$ cat src/logic/pkt_pkg.sv
package pkt_pkg;

    // Byte address width of the packet memory, 4 KiB of packet space
    localparam int PKT_ADDR_W = 12;

    // Word address drops the two byte-lane bits
    localparam int WORD_ADDR_W = PKT_ADDR_W - 2;

    // Each bank holds every other word, so one more bit goes away
    localparam int BANK_ADDR_W = WORD_ADDR_W - 1;

    // BPF load size codes as they appear in the opcode size field
    localparam logic [1:0] SZ_W = 2'd0;
    localparam logic [1:0] SZ_H = 2'd1;
    localparam logic [1:0] SZ_B = 2'd2;

    // Request queue depth, equal to the client's starting request credits
    // The queue pointers wrap on their own, so this stays a power of two
    localparam int REQ_CREDITS = 4;

    // Response slots the client grants to the load unit out of reset
    localparam int RESP_CREDITS = 2;

    // Counter and pointer widths derived from the credit counts
    localparam int REQ_PTR_W  = $clog2(REQ_CREDITS);
    localparam int REQ_CNT_W  = $clog2(REQ_CREDITS + 1);
    localparam int RESP_CNT_W = $clog2(RESP_CREDITS + 1);

    // One beat from the packet producer
    // The first packet byte sits in data[31:24]
    // nbytes is only looked at when last is set and must be 1 to 4
    typedef struct packed {
        logic [31:0] data;
        logic        last;
        logic [2:0]  nbytes;
    } pkt_beat_t;

    // A load request from the client, byte addressed at any alignment
    typedef struct packed {
        logic [PKT_ADDR_W-1:0] addr;
        logic [1:0]            size;
    } load_req_t;

    // A load result, right-justified and zero-padded on the left
    // oor is set when the load ran past the packet length
    typedef struct packed {
        logic [31:0] data;
        logic        oor;
    } load_resp_t;

    // One word write into the packet memory
    typedef struct packed {
        logic [WORD_ADDR_W-1:0] addr;
        logic [31:0]            data;
    } mem_wr_t;

endpackage
$ cat src/logic/packet_writer.sv
module packet_writer (
    input  logic                       clk,
    input  logic                       arst_n,
    input  logic                       beat_valid,
    input  pkt_pkg::pkt_beat_t         beat,
    output logic                       wr_en,
    output pkt_pkg::mem_wr_t           wr,
    output logic                       pkt_ready,
    output logic [pkt_pkg::PKT_ADDR_W:0] pkt_len
);
    import pkt_pkg::*;

    // High between the first and the last beat of a packet
    logic                   in_pkt;
    // Word address the next beat of the current packet goes to
    logic [WORD_ADDR_W-1:0] word_ptr;
    // Bytes received so far in the current packet
    logic [PKT_ADDR_W:0]    len_acc;

    logic [WORD_ADDR_W-1:0] beat_addr;
    logic [PKT_ADDR_W:0]    len_base;
    logic [2:0]             beat_bytes;
    logic [PKT_ADDR_W:0]    len_next;

    // A beat outside a packet starts a new one at word zero with an empty length
    assign beat_addr = in_pkt ? word_ptr : '0;
    assign len_base  = in_pkt ? len_acc : '0;

    // Every beat but the last is a full word
    assign beat_bytes = beat.last ? beat.nbytes : 3'd4;
    assign len_next   = len_base + {{(PKT_ADDR_W - 2){1'b0}}, beat_bytes};

    always_ff @(posedge clk or negedge arst_n) begin
        if (!arst_n) begin
            in_pkt    <= 1'b0;
            word_ptr  <= '0;
            len_acc   <= '0;
            wr_en     <= 1'b0;
            pkt_ready <= 1'b0;
            pkt_len   <= '0;
        end else begin
            wr_en <= beat_valid;
            if (beat_valid) begin
                word_ptr  <= beat_addr + WORD_ADDR_W'(1);
                len_acc   <= len_next;
                in_pkt    <= !beat.last;
                // Loads are held off from the first beat until the packet is complete
                pkt_ready <= beat.last;
                if (beat.last) begin
                    pkt_len <= len_next;
                end
            end
        end
    end

    // The write trails its beat by one cycle
    always_ff @(posedge clk) begin
        if (beat_valid) begin
            wr.addr <= beat_addr;
            wr.data <= beat.data;
        end
    end

    // The producer must mark how many bytes of the closing beat are real
    a_last_nbytes : assert property (@(posedge clk) disable iff (!arst_n)
        beat_valid && beat.last |-> beat.nbytes inside {[3'd1:3'd4]});

endmodule

$ cat config.mk
export PLATFORM = sky130hd
export DESIGN_NAME = packet_writer
export DESIGN_NICKNAME = d
export VERILOG_FILES = /design/src/logic/pkt_pkg.sv /design/src/logic/packet_writer.sv
export SDC_FILE = /design/constraint.sdc
export NUM_CORES = 1
export LEC_CHECK = 0
export BUFFER_PORTS_ARGS = -buffer_cell sky130_fd_sc_hd__clkbuf_2
export CAP_MARGIN = 20
export CORE_MARGIN = 2
export CORE_UTILIZATION = 43
export CTS_BUF_LIST = sky130_fd_sc_hd__clkbuf_8
export DETAILED_ROUTE_END_ITERATION = 10
export PLACE_DENSITY = 0.71
export SETUP_SLACK_MARGIN = 0.05
export SLEW_MARGIN = 30
export SYNTH_ARGS = -nofsm -noshare
export SYNTH_HDL_FRONTEND = slang
export SYNTH_SLANG_ARGS = --single-unit
$ cat constraint.sdc
create_clock -name clk -period 5.3 [get_ports clk]
set_input_delay 0.795 -clock clk [delete_from_list [all_inputs] [get_ports clk]]
set_output_delay 0.795 -clock clk [all_outputs]
set_load 0.02 [all_outputs]
==> flow_summary.yaml <==
power:
  power-per-cell-area_nw_per_um2: 396.3
  internal_power_mw: 1.096
  sequentialPowerShare_pct: 52.1
  power_frac_comb_pct: 22.2
  net-switching-power_uw: 559.3
  vdd_drop_max_mv: 0.1812
  switching_share_pct: 33.79
  p_leak_nw: 1.822
  clkPwrFrac_pct: 25.7
timing:
  clock_skew_ns: 0.008617
  tightest_slew_ns: 0.7521
  fin_ws_ns: 2.829
  timing.final.crit_share_pct: 46.62
  relSlewSlack_pct: 49.74
  finalHoldViolations: 0
  maxSlewViolCount: 0
  tns_ns: 0
  max_freq_mhz: 404.7
  period_minus_slack_ns: 2.471
  grt_setup_unrepaired: "false"
  setup_viol: 0
route:
  drc: 0
  initialDrtViolationCount: 92
  dr.pass1.iters: 4
  vias: 2382
  routedWlPerCell_um: 14.87
  detail-route-antenna-nets: 0
  via_per_inst: 5.090
  wirelength_um: 6958
min_path:
  min_path_type: "in -> async"
critical_path:
  rr_endpoint: "len_acc[12]$_DFFE_PN0P_"
  critical_path_class: "in -> reg"
  cp.required_ns: 5.55
  crit_fanout: 7
  crit_path_start: "beat[3]"
  startpoint_type: "input port"
  rr_worst_depth: 7
  arrival_ns: 2.72
  critPathCapture: "len_acc[12]$_DFFE_PN0P_"
  worstReg2RegStart: "in_pkt$_DFFE_PN0P_"
  rrSetupSlack_ns: 2.96
  critPathCaptureType: "flip-flop"
place:
  io_buffers: 95
  place.gp.congestion: 0.7887
  dp_slack_ns: 2.478
  hpwl_um: 4794
  place_inst: 452
synth:
  async_flop_share_pct: 48.15
  synth_area_um2: 3422
  syn_nets: 309
  ys_ff_latch: 81
  synth-seq-area-share_pct: 65.37
  syn_inst: 265
  yosysWarnings: 0
  avgSynthCellArea_um2: 12.91
  synth-edff-count: 42
  synth.distinct_cells: 47
  synth_top_flop_cell: "edfxtp_1"
grt:
  use_met1_pct: 20.91
  gr-usage-met3_pct: 5.077
  grt_overflow: 0
  grt_pass1_wl_um: 11000
  track_usage_pct: 16.41
  grt_max_degree: 63
  antenna_found_initial: 0
  use_met2_pct: 26.75
  first_global_vias: 2272
  grt-busiest-layer: "met2"
cells_and_area:
  fin_util_pct: 54.06
  diodes: 0
  area_growth_pct: 22.08
  final_nets: 405
  layoutNonFillerInstCount: 468
  drive_gt1_share_pct: 34.97
clock_network:
  clock-sinks: 81
  cts_root_buf: "clkbuf_8"
  cts_tree: "done"
  h-tree-depth: 3
  post_cts_resized: 0
  clkTransAtPathRegs_ns: 0.09
  clock_path_buffers: 2
  hold_buffers: 0
  cts-buffers-inserted: 9
  postCtsSetupBuffers: 0
  insertion_delay_ns: 0.36
die:
  die_h_um: 93.21
  rows: 32
  core_area_um2: 7727
  die_x_um: 93.21
  die_area_um2: 8688
  start_util_pct: 44.28
  io_pins: 96
outcome:
  status: "finished, final reports clean"
job:
  drv_cap: 0
-- cells in the final DEF, fill, tap and decap left out, types with 6 or more instances in the layout --
cell | Yosys | final
clkbuf_2 | 2 | 94
and2_1 | 16 | 16
nand2_1 | 33 | 33
clkbuf_8 | 0 | 9
nand3_1 | 10 | 10
nand4_1 | 7 | 7
edfxtp_1 | 42 | 42
nor2_1 | 14 | 14
xor2_1 | 6 | 6
mux2_2 | 6 | 6
a21oi_1 | 7 | 7
o21ai_0 | 9 | 9
dfrtp_1 | 39 | 39
-- power by group through the flow --
stage | clock network [mW] | logic, mW | registers (mW)
final | 0.425 | 0.368 | 0.863
after global routing | 0.465 | 0.407 | 0.876
after CTS | 0.437 | 0.372 | 0.863
after detailed placement | 0 | 0.370 | 0.875
after global placement | 0 | 0.361 | 0.869
after floorplan | 0 | 0.198 | 0.916
-- worst max-delay path, cell delays in order --
cell and delay [ns]:
clkbuf_2 0.12, and2_1 0.14, ha_1 0.23, fa_1 0.43, a21oi_2 0.47, nor4b_4 0.12
nor4b_2 0.18, a211o_1 0.23
-- how the worst min path moves through the flow --
stage	cells past startpoint	slack (ns)	endpoint	from
after floorplan	1	0.47	len_acc[0]$_DFFE_PN0P_	len_acc[0]$_DFFE_PN0P_
after global placement	2	0.47	pkt_len[8]$_DFFE_PN0P_	pkt_len[8]$_DFFE_PN0P_
after detailed placement	2	0.47	pkt_len[8]$_DFFE_PN0P_	pkt_len[8]$_DFFE_PN0P_
after CTS	1	0.45	pkt_len[1]$_DFFE_PN0P_	arst_n
after global routing	1	0.47	pkt_len[1]$_DFFE_PN0P_	arst_n
final	1	0.44	pkt_len[11]$_DFFE_PN0P_	arst_n
-- layer usage --
metal,part of all wire [%],vias up,wire [µm]
met4,1.0,0,70
met1,45,1129,3133
met3,7.4,8,518
li1,-,1154,-
met5,0,-,0
met2,46,91,3235
-- cell families (layout without fill, tap and decap cells) --
logic type                 count (synthesis)  after routing  synth area share, %
AOI/OAI and AO/OA                         42             42                8.483
buffers and inverters                     18            119                2.084
adders and majority gates                  5              5                2.048
xor gates and xnor gates                  11             11                2.815
DFF                                       81             81                65.37
and+or+nand+nor                           97             97                15.76
muxes                                     11             11                3.437
-- per-stage QoR --
stage / hold WS (ns) / power, mW / instance area [µm²]
after floorplan: 0.4728 / 1.114 / 3422
after global placement: 0.4673 / 1.230 / 3991
after detailed placement: 0.4718 / 1.245 / 3994
after CTS: 0.4533 / 1.672 / 4178
after global routing: 0.4670 / 1.748 / 4178
final: 0.4395 / 1.655 / 4178
-- sequential cells by signal, summed over array words and instances, names as in the netlist --
signal and count:
len_acc 13, pkt_len 13, in_pkt 1, word_ptr 10
pkt_ready 1, wr_en 1, wr 42
-- final cells by class --
class                      count  area (µm²)
fill                         669        3550
sequential                    81        2237
multi-input combinational    166        1114
timing repair buffer          97       493.0
tap                          102       127.6
clock buffer                   9       123.9
clock inverter                 7       60.06
inverter                       6       22.52
-- synthesized netlist by cell type (3+ instances only) --
library cell | count | area share [%]
nand3_1 | 10 | 1.5
o2bb2ai_1 | 4 | 1.0
xnor2_1 | 5 | 1.3
a21oi_1 | 7 | 1.0
and2_1 | 16 | 2.9
mux2i_1 | 5 | 1.5
xor2_1 | 6 | 1.5
clkbuf_1 | 8 | 0.88
ha_1 | 4 | 1.5
nand4_1 | 7 | 1.3
inv_1 | 5 | 0.55
edfxtp_1 | 42 | 37
mux2_2 | 6 | 2.0
dfrtp_1 | 39 | 29
o21ai_1 | 5 | 0.73
o21ai_0 | 9 | 1.3
nor2_1 | 14 | 1.5
nor3_1 | 3 | 0.44
nand2_1 | 33 | 3.6
nor4_1 | 3 | 0.55
No activity file was read; power rests on OpenSTA's default activity.
