--- src/logic/pkt_pkg.sv ---
package pkt_pkg;

    // Byte address width of the packet memory, 4 KiB of packet space
    localparam int PKT_ADDR_W = 12;

    // Word address drops the two byte-lane bits
    localparam int WORD_ADDR_W = PKT_ADDR_W - 2;

    // Each bank holds every other word, so one more bit goes away
    localparam int BANK_ADDR_W = WORD_ADDR_W - 1;

    // BPF load size codes as they appear in the opcode size field
    localparam logic [1:0] SZ_W = 2'd0;
    localparam logic [1:0] SZ_H = 2'd1;
    localparam logic [1:0] SZ_B = 2'd2;

    // Request queue depth, equal to the client's starting request credits
    // The queue pointers wrap on their own, so this stays a power of two
    localparam int REQ_CREDITS = 4;

    // Response slots the client grants to the load unit out of reset
    localparam int RESP_CREDITS = 2;

    // Counter and pointer widths derived from the credit counts
    localparam int REQ_PTR_W  = $clog2(REQ_CREDITS);
    localparam int REQ_CNT_W  = $clog2(REQ_CREDITS + 1);
    localparam int RESP_CNT_W = $clog2(RESP_CREDITS + 1);

    // One beat from the packet producer
    // The first packet byte sits in data[31:24]
    // nbytes is only looked at when last is set and must be 1 to 4
    typedef struct packed {
        logic [31:0] data;
        logic        last;
        logic [2:0]  nbytes;
    } pkt_beat_t;

    // A load request from the client, byte addressed at any alignment
    typedef struct packed {
        logic [PKT_ADDR_W-1:0] addr;
        logic [1:0]            size;
    } load_req_t;

    // A load result, right-justified and zero-padded on the left
    // oor is set when the load ran past the packet length
    typedef struct packed {
        logic [31:0] data;
        logic        oor;
    } load_resp_t;

    // One word write into the packet memory
    typedef struct packed {
        logic [WORD_ADDR_W-1:0] addr;
        logic [31:0]            data;
    } mem_wr_t;

endpackage
--- src/logic/read_size_adapter.sv ---
module read_size_adapter (
    input  logic                            clk,
    input  logic                            arst_n,
    input  logic [pkt_pkg::PKT_ADDR_W-1:0]  byte_addr,
    input  logic [1:0]                      size,
    output logic [pkt_pkg::WORD_ADDR_W-1:0] word_addr,
    input  logic [63:0]                     bigword,
    output logic [31:0]                     data
);
    import pkt_pkg::*;

    // Byte offset and size line up with the memory's registered word pair
    logic [1:0]  offset_q;
    logic [1:0]  size_q;
    logic [31:0] selected;

    // The memory sees the word address in the issue cycle itself
    assign word_addr = byte_addr[PKT_ADDR_W-1:2];

    // Latched on the same edge that the memory latches its read
    always_ff @(posedge clk or negedge arst_n) begin
        if (!arst_n) begin
            offset_q <= '0;
            size_q   <= SZ_W;
        end else begin
            offset_q <= byte_addr[1:0];
            size_q   <= size;
        end
    end

    // Four bytes starting at the offset, counted from the top byte of the pair
    always_comb begin
        case (offset_q)
            2'd0:    selected = bigword[63:32];
            2'd1:    selected = bigword[55:24];
            2'd2:    selected = bigword[47:16];
            default: selected = bigword[39:8];
        endcase
    end

    // Smaller loads keep the leading bytes and move them down to the low end
    always_comb begin
        case (size_q)
            SZ_W:    data = selected;
            SZ_H:    data = {16'h0000, selected[31:16]};
            SZ_B:    data = {24'h000000, selected[31:24]};
            default: data = '0;
        endcase
    end

    // The load unit only ever presents a real BPF size when it issues
    a_legal_size : assert property (@(posedge clk) disable iff (!arst_n)
        size != 2'd3);

endmodule

--- config.mk ---
export PLATFORM = sky130hd
export DESIGN_NAME = read_size_adapter
export DESIGN_NICKNAME = d
export VERILOG_FILES = /design/src/logic/pkt_pkg.sv /design/src/logic/read_size_adapter.sv
export SDC_FILE = /design/constraint.sdc
export NUM_CORES = 1
export LEC_CHECK = 0
export BUFFER_PORTS_ARGS = -buffer_cell sky130_fd_sc_hd__buf_4
export CORE_UTILIZATION = 35
export CTS_CLUSTER_SIZE = 12
export DETAILED_ROUTE_END_ITERATION = 6
export PLACE_DENSITY = 0.79
export SLEW_MARGIN = 20
export SYNTH_ARGS = -nofsm -noshare
export SYNTH_HDL_FRONTEND = slang
export SYNTH_SLANG_ARGS = --single-unit
--- constraint.sdc ---
create_clock -name clk -period 1.7 [get_ports clk]
set_input_delay 0.34 -clock clk [delete_from_list [all_inputs] [get_ports clk]]
set_output_delay 0.34 -clock clk [all_outputs]
set_load 0.02 [all_outputs]
==> summary.txt, run 1 <==
status = complete, but fails checks
failing checks = setup timing
unrepaired setup endpoints after global routing = true
RePlAce Congestion = 0.757
clk buf depth = 2
DR pass1 iterations = 4
DIE HEIGHT = 64.2 µm
Yosys warnings = 0
total CTS buffers = 3
Initial Util = 36.7%
critical path launch point type = flop
WHS Path Cells = 1
Final Power = 1.07 mW
Placed Area = 2200 µm²
post-synthesis sequential area ratio = 7.39%
Hold Crit Class = in2reg
crit-path cells = buf_12, buf_12, mux4_2, mux2i_1, nor2_2, buf_6
Syn Area/Cell = 11.4 µm²
Slew Viols, Final = 0
CTS tree = yes
Top Ports = 122
maximum clock frequency = 468 MHz
kind of cell adding the most delay to the critical path = multiplexers
DP Worst Slack = -0.219 ns
synth unique cells = 14
final setup violation count = 32
CP Class = reg2out
CP max-delay cell = mux4_2
max cap viols = 0
stages on the worst setup path = 6
H-tree levels = 1
synthesis-to-finish area growth = 84.7%
largest net degree at the start of global routing = 17
antenna violations before repair = 0
top cell type's share of synthesized area = 49.9%
routed wire length = 4350 µm
layout cell share with drive strength beyond 1 = 86.7%
via count = 1474
leakage = 1.15 nW
drt first-iter violations = 37
cell taking the most area after synthesis = mux4_2
CP Capture Type = output pin
Power Dens Cells = 426 nW/µm²
gr usage total = 21.9%
Clock transition at path regs = 0.04 ns
number of global-route vias before repair = 1579
row cnt = 22
setup slack after layout = -0.437 ns
Mapped Cells = 119
Mapped Nets = 199
slowest cell delay on critical path = 0.52 ns
# diodes = 0
Sum Neg Setup Slack = -10.96 ns
DR vias/cell = 5.40
post-synthesis instance area = 1350 µm²
Wirelength per Cell = 15.9 µm
most frequent cells in the layout = 90 x buf_4, 32 x mux4_2, 29 x buf_6, 13 x and2_4, 9 x nand2_1
CORE AREA = 3690 µm²
grt ovf = 0
most common cell after layout, fill and taps aside = buf_4
CP max FO = 5
pin slew with the least headroom to its limit = 0.281 ns
die area = 4120 µm²
Final period util = 126%
Remaining DRCs = 0
CTS Root Cell = clkbuf_8
Post-Layout Inst Area = 2500 µm²
clock sink total = 4
number of buffers added on ports = 93
Seq cells post-synth = 4
fill count = 288
Most common cell on crit path = buf_12
final hold vios = 0
first-pass GRT wire length = 6900 µm
HPWL after detailed placement = 3240 µm
worst endpoint required time = 1.36 ns
CP bufs+invs = 3
synth top area cells = mux4_2 50%, and2_1 7.4%, dfrtp_1 7.4%
maximum vdd drop = 0.652 mV
nets@finish = 306
minimum hold slack = 0.226 ns
Slew headroom = 81.2%
Chip Width = 64.2 µm
fin crit period = 2.14 ns
signal arrival time at the worst endpoint = 1.80 ns
Antenna Nets Post-Route = 0
[kinds of logic after synthesis]
kind of cell           synth area share (%)
AO/OA/AOI/OAI                          4.81
multiplexers                           59.7
AND/OR/NAND/NOR                        15.2
buffers and inverters                  12.8
flip-flops                             7.39
[metrics by stage]
step / instances / util [%]
2_1_floorplan: 119 / -
3_3_place_gp: 259 / 59.6
3_5_place_dp: 259 / 59.6
4_1_cts: 271 / 66.1
5_1_grt: 273 / 67.8
6_report: 273 / 67.8
[what timing repair did]
action | 4_1_cts | 5_1_grt
setup buffers | 6 | 1
resized for setup | 43 | 5
hold endpoints to repair | 4 | 0
hold buffers | 1 | 0
setup endpoints to repair | 32 | 32
gates cloned | 1 | 1
pin swaps | 2 | 6
[state kept, by name, indices dropped and copies added, names as in the netlist]
signal / flops
size_q: 2
offset_q: 2
[cell type report]
cell class	instances	area (µm²)	share of cell area, %
clock buffer	4	45.0	1.80
sequential	4	103	4.10
timing repair buffer	126	1120	44.9
tap	48	60.1	2.40
multi-input combinational	91	1170	46.8
[report_power, final]
group	total (mW)	internal [mW]	switching, mW	leakage [nW]
clock network	0.213	0.160	0.0529	0.0228
registers	0.110	0.101	0.00907	0.0446
logic	0.742	0.439	0.303	1.08
total	1.07	0.701	0.364	1.15
[layer usage]
layer | track usage, % | routed length, µm | vias up
met3 | 3.93 | 322 | 14
met2 | 41.0 | 2420 | 63
met1 | 24.1 | 1520 | 729
li1 | - | - | 668
met4 | 8.89 | 82 | 0
met5 | 0 | 0 | -
[path summary, 6_finish.rpt]
| path | start | end | slack [ns] |
|---|---|---|---|
| max in group asynchronous | arst_n | offset_q[0] | 1.14 |
| min in group asynchronous | arst_n | offset_q[1] | 0.45 |
| worst min-delay path | byte_addr[1] | offset_q[1] | 0.23 |
| worst max-delay path | offset_q[0] | data[9] | -0.44 |
[synth_stat cells, drive strengths merged]
cell type,n
nor2,9
mux4,32
mux2i,8
clkbuf,3
dfrtp,4
a22oi,8
nand2,16
nor2b,2
buf,21
and2,16
No activity file was read; power rests on OpenSTA's default activity.
==> run 2: changes to the inputs <==
Settings changed: CORE_UTILIZATION 35 to 27, PLACE_DENSITY 0.79 to default.
==> run 2 against run 1 <==
The run still ends with setup timing left; sequential share of layout area is essentially flat; first-iteration DRC count shrank 41%; wire length shrank 2.1%; setup slack gained 0.046 ns; final area shrank 0.60%; via count shrank 5.0%; critical endpoint is now data[1].
==> summary.txt, run 2 (synthesis gave the netlist of run 1 again) <==
Slew Viols, Final = 0
final hold vios = 0
total CTS buffers = 3
leakage = 1.12 nW
setup slack after layout = -0.391 ns
DIE HEIGHT = 72.8 µm
Hold Crit Class = in2reg
# diodes = 0
Core Util, Final = 51.9%
Wirelength per Cell = 14.7 µm
CORE AREA = 4790 µm²
DP Worst Slack = -0.245 ns
routed wire length = 4260 µm
Antenna Nets Post-Route = 0
most frequent cells in the layout = 92 x buf_4, 32 x mux4_2, 26 x buf_6, 14 x and2_4, 9 x nand2_1
via count = 1400
maximum clock frequency = 478 MHz
fin crit period = 2.09 ns
Final Power = 1.05 mW
worst endpoint required time = 1.36 ns
largest net degree at the start of global routing = 18
CTS tree = yes
largest registers = offset_q (2), size_q (2)
CP Class = reg2out
maximum vdd drop = 0.384 mV
number of global-route vias before repair = 1359
drt first-iter violations = 22
Initial Util = 28.3%
Remaining DRCs = 0
clk buf depth = 2
unrepaired setup endpoints after global routing = true
clock sink total = 4
RePlAce Congestion = 0.704
most common cell after layout, fill and taps aside = buf_4
HPWL after detailed placement = 3340 µm
CP max FO = 14
max cap viols = 0
grt ovf = 0
die area = 5300 µm²
critical path launch point type = flop
number of buffers added on ports = 93
signal arrival time at the worst endpoint = 1.75 ns
antenna violations before repair = 0
failing checks = setup timing
Sum Neg Setup Slack = -10.58 ns
CP Capture Type = output pin
final setup violation count = 32
status = complete, but fails checks
DR vias/cell = 4.84
Final period util = 123%
Slew headroom = 82.7%
Chip Width = 72.8 µm
nets@finish = 303
CTS Root Cell = clkbuf_8
synthesis-to-finish area growth = 83.5%
H-tree levels = 1
DR pass1 iterations = 4
Power Dens Cells = 423 nW/µm²
first-pass GRT wire length = 6250 µm
pin slew with the least headroom to its limit = 0.259 ns
gr usage total = 15.3%
Top Ports = 122
layout cell share with drive strength beyond 1 = 87.4%
row cnt = 25
Clock transition at path regs = 0.04 ns
-- run 2: through the flow --
| stage | hold slack, ns | cells | cell area [µm²] |
|---|---|---|---|
| after floorplan | 0.0444 | 119 | 1430 |
| after global placement | 0.137 | 277 | 2230 |
| after detailed placement | 0.138 | 277 | 2230 |
| after CTS | 0.223 | 286 | 2430 |
| after global routing | 0.221 | 289 | 2480 |
| final | 0.227 | 289 | 2480 |
-- run 2: worst paths after layout --
path	from	endpoint	slack (ns)	cells after the start
setup / recovery	offset_q[0]	data[1]	-0.39	5
hold / removal	byte_addr[1]	offset_q[1]	0.23	1
max in group asynchronous	arst_n	offset_q[1]	1.14	2
min in group asynchronous	arst_n	offset_q[0]	0.45	2
-- run 2: timing repair --
action,CTS,global route
gates cloned,0,1
hold buffers,1,0
pin swaps,3,0
resized for setup,40,5
setup endpoints to repair,32,32
endpoints found under the hold margin,4,0
buffers inserted,4,2
-- run 2: power breakdown --
part | switching, mW | total [mW] | internal (mW)
Combinational | 0.296 | 0.729 | 0.433
Sequential | 0.0106 | 0.112 | 0.101
Clock | 0.0512 | 0.211 | 0.160
Total | 0.358 | 1.05 | 0.694
-- run 2: cell type report --
class / count / area, µm²
Sequential cell: 4 / 103
Clock buffer: 4 / 45.0
Multi-Input combinational cell: 91 / 1170
Tap cell: 67 / 83.8
Fill cell: 455 / 2300
Timing Repair Buffer: 123 / 1080
-- run 2: worst max-delay path: stages, from the launching register on --
cell and delay (ns):
dfrtp_2 0.43, buf_12 0.18, mux4_2 0.53, a22oi_2 0.18, nand2_2 0.08, buf_6 0.13
-- run 2: routing by layer --
layer	vias to the layer above	track usage (%)	part of all wire, %
met5	-	0	0
met4	0	2.18	0
met3	0	1.80	5.3
met2	50	28.8	55
met1	689	19.2	40
li1	661	-	-
