--- config.mk ---
export PLATFORM = sky130hd
export DESIGN_NAME = load_unit
export DESIGN_NICKNAME = d
export VERILOG_FILES = /design/src/logic/pkt_pkg.sv /design/src/logic/load_unit.sv
export SDC_FILE = /design/constraint.sdc
export NUM_CORES = 1
export LEC_CHECK = 0
export ABC_AREA = 1
export BUFFER_PORTS_ARGS = -buffer_cell sky130_fd_sc_hd__buf_2
export CORE_MARGIN = 1
export CORE_UTILIZATION = 54
export CTS_CLUSTER_SIZE = 40
export DETAILED_ROUTE_END_ITERATION = 7
export PLACE_DENSITY = 0.8
export SYNTH_ARGS = -nofsm -noshare
export SYNTH_HDL_FRONTEND = slang
export SYNTH_SLANG_ARGS = --single-unit
--- constraint.sdc ---
create_clock -name clk -period 4.4 [get_ports clk]
set_input_delay 1.1 -clock clk [delete_from_list [all_inputs] [get_ports clk]]
set_output_delay 1.1 -clock clk [all_outputs]
set_load 0.02 [all_outputs]
--- src/logic/pkt_pkg.sv ---
package pkt_pkg;

    // Byte address width of the packet memory, 4 KiB of packet space
    localparam int PKT_ADDR_W = 12;

    // Word address drops the two byte-lane bits
    localparam int WORD_ADDR_W = PKT_ADDR_W - 2;

    // Each bank holds every other word, so one more bit goes away
    localparam int BANK_ADDR_W = WORD_ADDR_W - 1;

    // BPF load size codes as they appear in the opcode size field
    localparam logic [1:0] SZ_W = 2'd0;
    localparam logic [1:0] SZ_H = 2'd1;
    localparam logic [1:0] SZ_B = 2'd2;

    // Request queue depth, equal to the client's starting request credits
    // The queue pointers wrap on their own, so this stays a power of two
    localparam int REQ_CREDITS = 4;

    // Response slots the client grants to the load unit out of reset
    localparam int RESP_CREDITS = 2;

    // Counter and pointer widths derived from the credit counts
    localparam int REQ_PTR_W  = $clog2(REQ_CREDITS);
    localparam int REQ_CNT_W  = $clog2(REQ_CREDITS + 1);
    localparam int RESP_CNT_W = $clog2(RESP_CREDITS + 1);

    // One beat from the packet producer
    // The first packet byte sits in data[31:24]
    // nbytes is only looked at when last is set and must be 1 to 4
    typedef struct packed {
        logic [31:0] data;
        logic        last;
        logic [2:0]  nbytes;
    } pkt_beat_t;

    // A load request from the client, byte addressed at any alignment
    typedef struct packed {
        logic [PKT_ADDR_W-1:0] addr;
        logic [1:0]            size;
    } load_req_t;

    // A load result, right-justified and zero-padded on the left
    // oor is set when the load ran past the packet length
    typedef struct packed {
        logic [31:0] data;
        logic        oor;
    } load_resp_t;

    // One word write into the packet memory
    typedef struct packed {
        logic [WORD_ADDR_W-1:0] addr;
        logic [31:0]            data;
    } mem_wr_t;

endpackage
--- src/logic/load_unit.sv ---
module load_unit (
    input  logic                           clk,
    input  logic                           arst_n,
    input  logic                           req_valid,
    input  pkt_pkg::load_req_t             req,
    output logic                           req_credit,
    input  logic                           resp_credit,
    output logic                           resp_valid,
    output pkt_pkg::load_resp_t            resp,
    input  logic                           pkt_ready,
    input  logic [pkt_pkg::PKT_ADDR_W:0]   pkt_len,
    output logic [pkt_pkg::PKT_ADDR_W-1:0] rd_addr,
    output logic [1:0]                     rd_size,
    input  logic [31:0]                    rd_data
);
    import pkt_pkg::*;

    // Request queue
    load_req_t             q_mem [REQ_CREDITS];
    logic [REQ_PTR_W-1:0]  wr_ptr;
    logic [REQ_PTR_W-1:0]  rd_ptr;
    logic [REQ_CNT_W-1:0]  q_cnt;
    load_req_t             head;

    // Response slots still granted by the client
    logic [RESP_CNT_W-1:0] resp_cnt;

    logic                  issue;
    logic [2:0]            size_bytes;
    logic [PKT_ADDR_W:0]   end_addr;
    logic                  oor;

    // First in-flight stage, the memory read is underway
    logic                  s1_valid;
    logic                  s1_oor;

    assign head = q_mem[rd_ptr];

    // A load waits for a complete packet, a queued request and a free response slot
    assign issue = pkt_ready && (q_cnt != '0) && (resp_cnt != '0);

    always_comb begin
        case (head.size)
            SZ_H:    size_bytes = 3'd2;
            SZ_B:    size_bytes = 3'd1;
            default: size_bytes = 3'd4;
        endcase
    end

    // One past the last byte the load touches, compared against the length
    assign end_addr = {1'b0, head.addr} + {{(PKT_ADDR_W - 2){1'b0}}, size_bytes};
    assign oor      = end_addr > pkt_len;

    // The size is only driven with a live request behind it
    assign rd_addr = head.addr;
    assign rd_size = issue ? head.size : SZ_W;

    always_ff @(posedge clk) begin
        if (req_valid) begin
            q_mem[wr_ptr] <= req;
        end
    end

    always_ff @(posedge clk or negedge arst_n) begin
        if (!arst_n) begin
            wr_ptr     <= '0;
            rd_ptr     <= '0;
            q_cnt      <= '0;
            resp_cnt   <= RESP_CNT_W'(RESP_CREDITS);
            req_credit <= 1'b0;
        end else begin
            if (req_valid) begin
                wr_ptr <= wr_ptr + REQ_PTR_W'(1);
            end
            if (issue) begin
                rd_ptr <= rd_ptr + REQ_PTR_W'(1);
            end
            q_cnt    <= q_cnt + REQ_CNT_W'(req_valid) - REQ_CNT_W'(issue);
            resp_cnt <= resp_cnt + RESP_CNT_W'(resp_credit) - RESP_CNT_W'(issue);
            // Each pop frees a queue entry and hands a request credit back
            req_credit <= issue;
        end
    end

    // Valid flags of the two in-flight stages
    always_ff @(posedge clk or negedge arst_n) begin
        if (!arst_n) begin
            s1_valid   <= 1'b0;
            resp_valid <= 1'b0;
        end else begin
            s1_valid   <= issue;
            resp_valid <= s1_valid;
        end
    end

    always_ff @(posedge clk) begin
        s1_oor <= oor;
    end

    // Adapter data is valid in the cycle after issue and is captured here
    always_ff @(posedge clk) begin
        if (s1_valid) begin
            resp.data <= s1_oor ? 32'h0 : rd_data;
            resp.oor  <= s1_oor;
        end
    end

    // The client only sends while it holds a request credit
    a_q_no_overflow : assert property (@(posedge clk) disable iff (!arst_n)
        req_valid |-> q_cnt < REQ_CNT_W'(REQ_CREDITS));

    // The client never returns more slots than it granted
    a_resp_cnt_max : assert property (@(posedge clk) disable iff (!arst_n)
        resp_cnt <= RESP_CNT_W'(RESP_CREDITS));

endmodule

==> impl_metrics.json, run 1 <==
{
  "status": "finished clean",
  "async_reset_ff_share_pct": 10.9,
  "dieWidth_um": 95.7,
  "antenna_found_initial": 0,
  "power_frac_comb_pct": 50.3,
  "ant_nets": 0,
  "fin_skew_ns": 0.0135,
  "dieArea_mm2": 0.00915,
  "max_slew_margin_pct": 27.5,
  "syn_inst": 443,
  "core_area_mm2": 0.00834,
  "power.density_mw_per_mm2": 729,
  "fin_util_pct": 66.6,
  "crit_chain": "inv_2 > buf_4 > o21ai_0 > o22ai_1 > ha_1 > inv_1 > fa_1 > o21ai_0 > nand3_2 > nor3_4 > nand2_1 > nand2_1 > nand2_1 > ha_1 > nand2_1 > nor2_1 > nand3_1 > nor2_1 > o21ai_0 > a21oi_1",
  "hp-class": "reg2reg",
  "first_pass_iters": 5,
  "yosys_register_bits": 101,
  "syn-cell-area_mm2": 0.00474,
  "period_needed_ns": 3.87,
  "yosys.area_share.simple_pct": 16.1,
  "critical_path_required_ns": 4.70,
  "synth_compound_area_share_pct": 3.49,
  "synth_edf_count": 89,
  "p_int_uw": 2250,
  "synth_top_area_cell": "edfxtp_1",
  "clk_latency_ns": 0.37,
  "cts_setup_buffers": 0,
  "p_sw_share_pct": 44.4,
  "areaGrowthSynthToFinish_pct": 17.2,
  "synth-adder-area-share_pct": 7.71,
  "clock_sinks": 101,
  "rsz0062_at_grt": "no",
  "drtIter0Drc": 238,
  "drv_cap": 0,
  "path_class": "reg2reg",
  "synth_top_area_share_pct": 56.4,
  "power_uw": 4050,
  "synth_ff_type": "edfxtp_1",
  "leakage_uw": 0.00265,
  "drcViolationCount": 0,
  "timing.final.crit_share_pct": 88.1,
  "synth_xor_area_share_pct": 2.03,
  "min_to": "wr_ptr[0]",
  "rr_startpoint": "rd_ptr[0]",
  "avgRoutedWirePerCell_um": 14.3,
  "yosys.cell_types.count": 30,
  "yosys-top-cells-area": "edfxtp_1, nand2_1, ha_1",
  "setup_violations": 0,
  "vias": 3300,
  "grt_overflow": 0,
  "drv_slew": 0,
  "cp_slowest_cell": "dfrtp_2",
  "first_global_vias": 3117,
  "synth_most_common_cell": "nand2_1",
  "fp-row-count": 33,
  "finalHoldViolCount": 0,
  "ir_drop_v": 0.000382,
  "cp_max_fo": 16,
  "drt-vias-per-instance": 4.95,
  "clk_path_buf_depth": 2,
  "avgSynthCellArea_um2": 10.7,
  "hold_ws_ns": 0.530,
  "critical-path-max-stage-delay_ns": 0.53,
  "yosys_warnings": 0,
  "max_freq_ghz": 0.258,
  "io_buffers": 112,
  "power_frac_seq_pct": 36.5,
  "critical_path_buf_inv_count": 3,
  "critPathLaunchType": "flop",
  "initial_core_util_pct": 56.8,
  "cts_hold_repair.buffers": 0,
  "muxShareOfSynthArea_pct": 0,
  "grt_pass1_wl_mm": 14.7,
  "cts_max_level": 3,
  "nNetsFinal": 650,
  "dp_hpwl_mm": 7.04,
  "r2r_slack_ns": 0.53,
  "p_sw_uw": 1800,
  "pin_count": 113,
  "syn_nets": 535,
  "n_fill_cell": 646,
  "endpoint_kind": "flop",
  "routed_wl_mm": 9.54,
  "drive_gt1_share_pct": 26.7,
  "min_path_cells": 1,
  "cp_top_family": "simple AND/OR/NAND/NOR gates",
  "synth_common_cells": "nand2_1, edfxtp_1, inv_1",
  "clockPowerShare_pct": 13.3,
  "grt_use_total_pct": 22.0,
  "root_buffer": "clkbuf_8",
  "worst_pin_slew_ns": 1.09,
  "gp_congestion": 0.882,
  "numCtsBuffers": 9,
  "yosysSeqAreaShare_pct": 62.7,
  "antenna_cells": 0,
  "die_h_um": 95.7,
  "r2r-end": "s1_oor",
  "synth_top_family_by_area": "simple AND/OR/NAND/NOR gates",
  "min-delay-start": "wr_ptr[0]",
  "grt_max_degree": 36,
  "cpMostUsedCell": "nand2_1",
  "r2r_cells": 20,
  "cts.repair.resized": 0,
  "cts_tree": "done",
  "crit_arrival_ns": 4.18,
  "tns_ns": 0,
  "clk_pin_slew_worst_paths_ns": 0.10
}
==> logic make-up (layout without fill, tap and decap cells) <==
group,Yosys count,count (layout)
XOR/XNOR,11,11
flip-flops,101,101
AND/OR/NAND/NOR,182,182
buffers and inverters,92,211
AO/OA/AOI/OAI,29,29
adder cells (fa/ha/maj),28,28
==> metal layers <==
metal	track usage (%)	share of wire, %
met1	28.7	43
met2	36.6	50
met3	4.94	5.5
met4	7.21	1.1
met5	0	0
==> through the flow <==
stage / instance area, um2 / cells / setup WS [ns]
2_1_floorplan: 4740 / 443 / 0.915
3_3_place_gp: 5380 / 652 / 0.695
3_5_place_dp: 5380 / 652 / 0.442
4_1_cts: 5550 / 667 / 0.382
5_1_grt: 5550 / 667 / 0.179
6_report: 5550 / 667 / 0.525
==> worst max-delay path by stage <==
stage	start	end	slack, ns	cells after the start
global route	rd_ptr[0]	s1_oor	0.18	20
CTS	rd_ptr[0]	s1_oor	0.38	20
detailed placement	rd_ptr[0]	s1_oor	0.44	20
floorplan	rd_ptr[0]	s1_oor	0.92	20
finish	rd_ptr[0]	s1_oor	0.53	20
global placement	rd_ptr[0]	s1_oor	0.70	20
==> power by group through the flow <==
stage               clock network [uW]  registers [uW]  logic, uW
floorplan                            0            1610       1350
global placement                     0            1490       1930
detailed placement                   0            1500       2030
CTS                                540            1480       2050
global route                       576            1500       2280
finish                             537            1480       2030
==> registers in the layout (all words and copies together) (netlist names) <==
signal and flops:
q_mem 56, q_cnt 3, resp_cnt 2, rd_ptr 2, wr_ptr 2, resp_valid 1
resp 33, s1_oor 1, s1_valid 1
==> area by class of cell <==
type	count	area, um2	share of cell area [%]
inverter	80	300	5.41
sequential	101	2970	53.5
clock inverter	6	47.5	0.856
tap	105	131	2.37
clock buffer	9	124	2.23
timing repair buffer	116	591	10.6
multi-input combinational	250	1390	25.0
==> layout by cell type (no fill, tap or decap), types with 3 or more instances in the layout <==
cell type	synthesis	routed
a21oi_1	10	10
a32oi_1	3	3
buf_2	2	112
buf_4	4	4
clkbuf_8	0	9
dfrtp_1	10	9
edfxtp_1	89	89
ha_1	26	26
inv_1	72	72
inv_2	8	8
nand2_1	98	98
nand2_2	5	5
nand3_1	23	23
nor2_1	49	49
o21ai_0	11	11
xnor2_1	6	6
xor2_1	5	5
(Power assumes the default switching activity.)
==> run 2, diff against run 1 <==
--- a/config.mk
+++ b/config.mk
@@ -5,10 +5,9 @@
 export SDC_FILE = /design/constraint.sdc
 export NUM_CORES = 1
 export LEC_CHECK = 0
-export ABC_AREA = 1
 export BUFFER_PORTS_ARGS = -buffer_cell sky130_fd_sc_hd__buf_2
 export CORE_MARGIN = 1
-export CORE_UTILIZATION = 54
+export CORE_UTILIZATION = 53
 export CTS_CLUSTER_SIZE = 40
 export DETAILED_ROUTE_END_ITERATION = 7
 export PLACE_DENSITY = 0.8
==> run 2 against run 1 <==
Effect of this change: global-route usage fell by 2.9 points; combinational power fell by 19%; cell count is 24% lower; clock power about the same; first-iteration DRC count is 53% lower; clock-buffer cell count grew 1; critical path depth is 3 lower; core utilization is 1.8 points lower; power shrank 11%; sequential cell count is the same; synthesized cell count fell by 38%; design area shrank 4.1%.
==> impl_metrics.json, run 2 <==
{
  "cts_tree": "done",
  "io_buffers": 112,
  "path_class": "reg2reg",
  "final_area_mm2": 0.00532,
  "gp_congestion": 0.751,
  "drive_gt1_share_pct": 36.2,
  "nNetsFinal": 488,
  "fp-row-count": 33,
  "synth_top_area_share_pct": 59.6,
  "regMostFlops": "q_mem",
  "vias": 2595,
  "grt_overflow": 0,
  "synth_ff_type": "edfxtp_1",
  "worst_pin_slew_ns": 1.08,
  "core_area_mm2": 0.00822,
  "yosys_warnings": 0,
  "cts_setup_buffers": 0,
  "grt_use_total_pct": 19.2,
  "crit_chain": "mux4_1 > inv_1 > ha_1 > ha_1 > inv_1 > fa_1 > nor2b_1 > o211a_1 > nand2_1 > nor2_1 > xor2_1 > ha_1 > a21o_1 > a21oi_1 > o221ai_1 > o21a_1 > o31a_1",
  "antenna_cells": 0,
  "drv_cap": 0,
  "ir_drop_v": 0.000345,
  "critPathLaunchType": "flop",
  "ant_nets": 0,
  "drtIter0Drc": 111,
  "clock_sinks": 101,
  "hold_ws_ns": 0.485,
  "max_freq_ghz": 0.268,
  "clk_pin_slew_worst_paths_ns": 0.09,
  "r2r-end": "s1_oor",
  "cp_num_cells": 17,
  "hp-class": "reg2reg",
  "synth_common_cells": "edfxtp_1, nor2b_1, inv_1",
  "numCtsBuffers": 9,
  "finalHoldViolCount": 0,
  "rsz0062_at_grt": "no",
  "tns_ns": 0,
  "pre_cts_ws_ns": 0.670,
  "timing.final.crit_share_pct": 84.8,
  "avgSynthCellArea_um2": 16.3,
  "status": "finished clean",
  "syn_nets": 368,
  "pin_count": 113,
  "critical_path_required_ns": 4.65,
  "period_needed_ns": 3.73,
  "placed_area_mm2": 0.00515,
  "critical-path-max-stage-delay_ns": 0.61,
  "fin_skew_ns": 0.0158,
  "yosys_register_bits": 101,
  "worstSetupEndpoint": "s1_oor",
  "die_h_um": 94.0,
  "r2r_slack_ns": 0.67,
  "final_cells": 506,
  "antenna_found_initial": 0,
  "avgRoutedWirePerCell_um": 16.0,
  "synth_most_common_cell": "edfxtp_1",
  "endpoint_kind": "flop",
  "power.density_mw_per_mm2": 679,
  "root_buffer": "clkbuf_8",
  "yosys-top-cells-area": "edfxtp_1, ha_1, dfrtp_1",
  "syn_inst": 276,
  "initial_core_util_pct": 54.6,
  "clk_latency_ns": 0.36,
  "cp_top_family": "compound AO/OA/AOI/OAI gates",
  "yosys.cell_types.count": 33,
  "drt-vias-per-instance": 5.13,
  "synth_top_area_cell": "edfxtp_1",
  "yosysSeqAreaShare_pct": 66.2,
  "crit_arrival_ns": 3.98,
  "drcViolationCount": 0,
  "routed_wl_mm": 8.09,
  "mostFrequentLayoutCells": "buf_2, edfxtp_1, nor2b_1",
  "dp.cells": 490,
  "synth_edf_count": 89,
  "dieWidth_um": 94.0,
  "cts_max_level": 3,
  "cp_max_fo": 4,
  "first_global_vias": 2566,
  "syn-cell-area_mm2": 0.00449,
  "max_slew_margin_pct": 28.2,
  "layout_commonest_cell": "buf_2",
  "r2r_cells": 17,
  "dp_hpwl_mm": 5.97,
  "final.setup.worst_slack_ns": 0.670,
  "first_pass_iters": 4,
  "cpMostUsedCell": "ha_1",
  "clk_path_buf_depth": 2,
  "areaGrowthSynthToFinish_pct": 18.7,
  "cts_hold_repair.buffers": 0,
  "cts.repair.resized": 0,
  "rr_startpoint": "rd_ptr[0]",
  "drv_slew": 0,
  "setup_violations": 0,
  "cp_slowest_cell": "mux4_1",
  "grt_max_degree": 35,
  "leakage_uw": 0.00224,
  "dieArea_mm2": 0.00884,
  "async_reset_ff_share_pct": 10.9,
  "cp-startpoint": "rd_ptr[0]",
  "largest_register_ffs": 56,
  "largestRegisters": "q_mem: 56 flops, resp: 33 flops, q_cnt: 3 flops",
  "critical_path_buf_inv_count": 2,
  "grt_pass1_wl_mm": 12.4
}
[run 2: changes by cell type in the layout (fill, tap and decap cells not counted), moves of 22 or more]
cell and delta:
nand2_1 -90, nor2_1 -47, nor2b_1 +34, nand3_1 -22, inv_1 -43
[run 2: logic make-up after synthesis]
logic type	share of synthesized area, %
compound gates	2.57
xor+xnor	3.32
fa+ha+maj	8.14
buf+inv	3.63
flops	66.2
mux	7.53
simple gates	8.64
[run 2: final cells by class]
cell class | count | area [um2]
well taps | 105 | 131
inverters | 29 | 109
clock inverters | 6 | 48.8
flip-flops and latches | 101 | 2970
fillers | 601 | 2890
repair buffers | 115 | 583
clock buffers | 10 | 128
multi-input cells | 140 | 1360
[run 2: power by group]
part,switching (uW),internal (uW)
clock network,324,212
registers,106,1330
logic,957,685
total,1390,2230
[run 2: through the flow]
stage          utilization (%)  total power (uW)
2_1_floorplan                -              2690
3_3_place_gp              62.6              3060
3_5_place_dp              62.6              3130
4_1_cts                   64.8              3670
5_1_grt                   64.8              3860
6_report                  64.8              3620
[run 2: worst min-delay path by stage]
stage,startpoint,endpoint,slack [ns],depth (start not counted)
final,q_cnt[2],q_cnt[2],0.49,1
after global routing,q_cnt[2],q_cnt[2],0.50,1
after CTS,q_cnt[2],q_cnt[2],0.48,1
after floorplan,q_cnt[2],q_cnt[2],0.45,1
after detailed placement,q_cnt[2],q_cnt[2],0.47,1
after global placement,q_cnt[2],q_cnt[2],0.46,1
[run 2: layer usage]
layer  vias up  wire (um)  track usage [%]
li1       1234          -                -
met3        14        443             3.88
met5         -          0                0
met2        88       4150             32.7
met1      1259       3360             23.7
met4         0        136             8.46
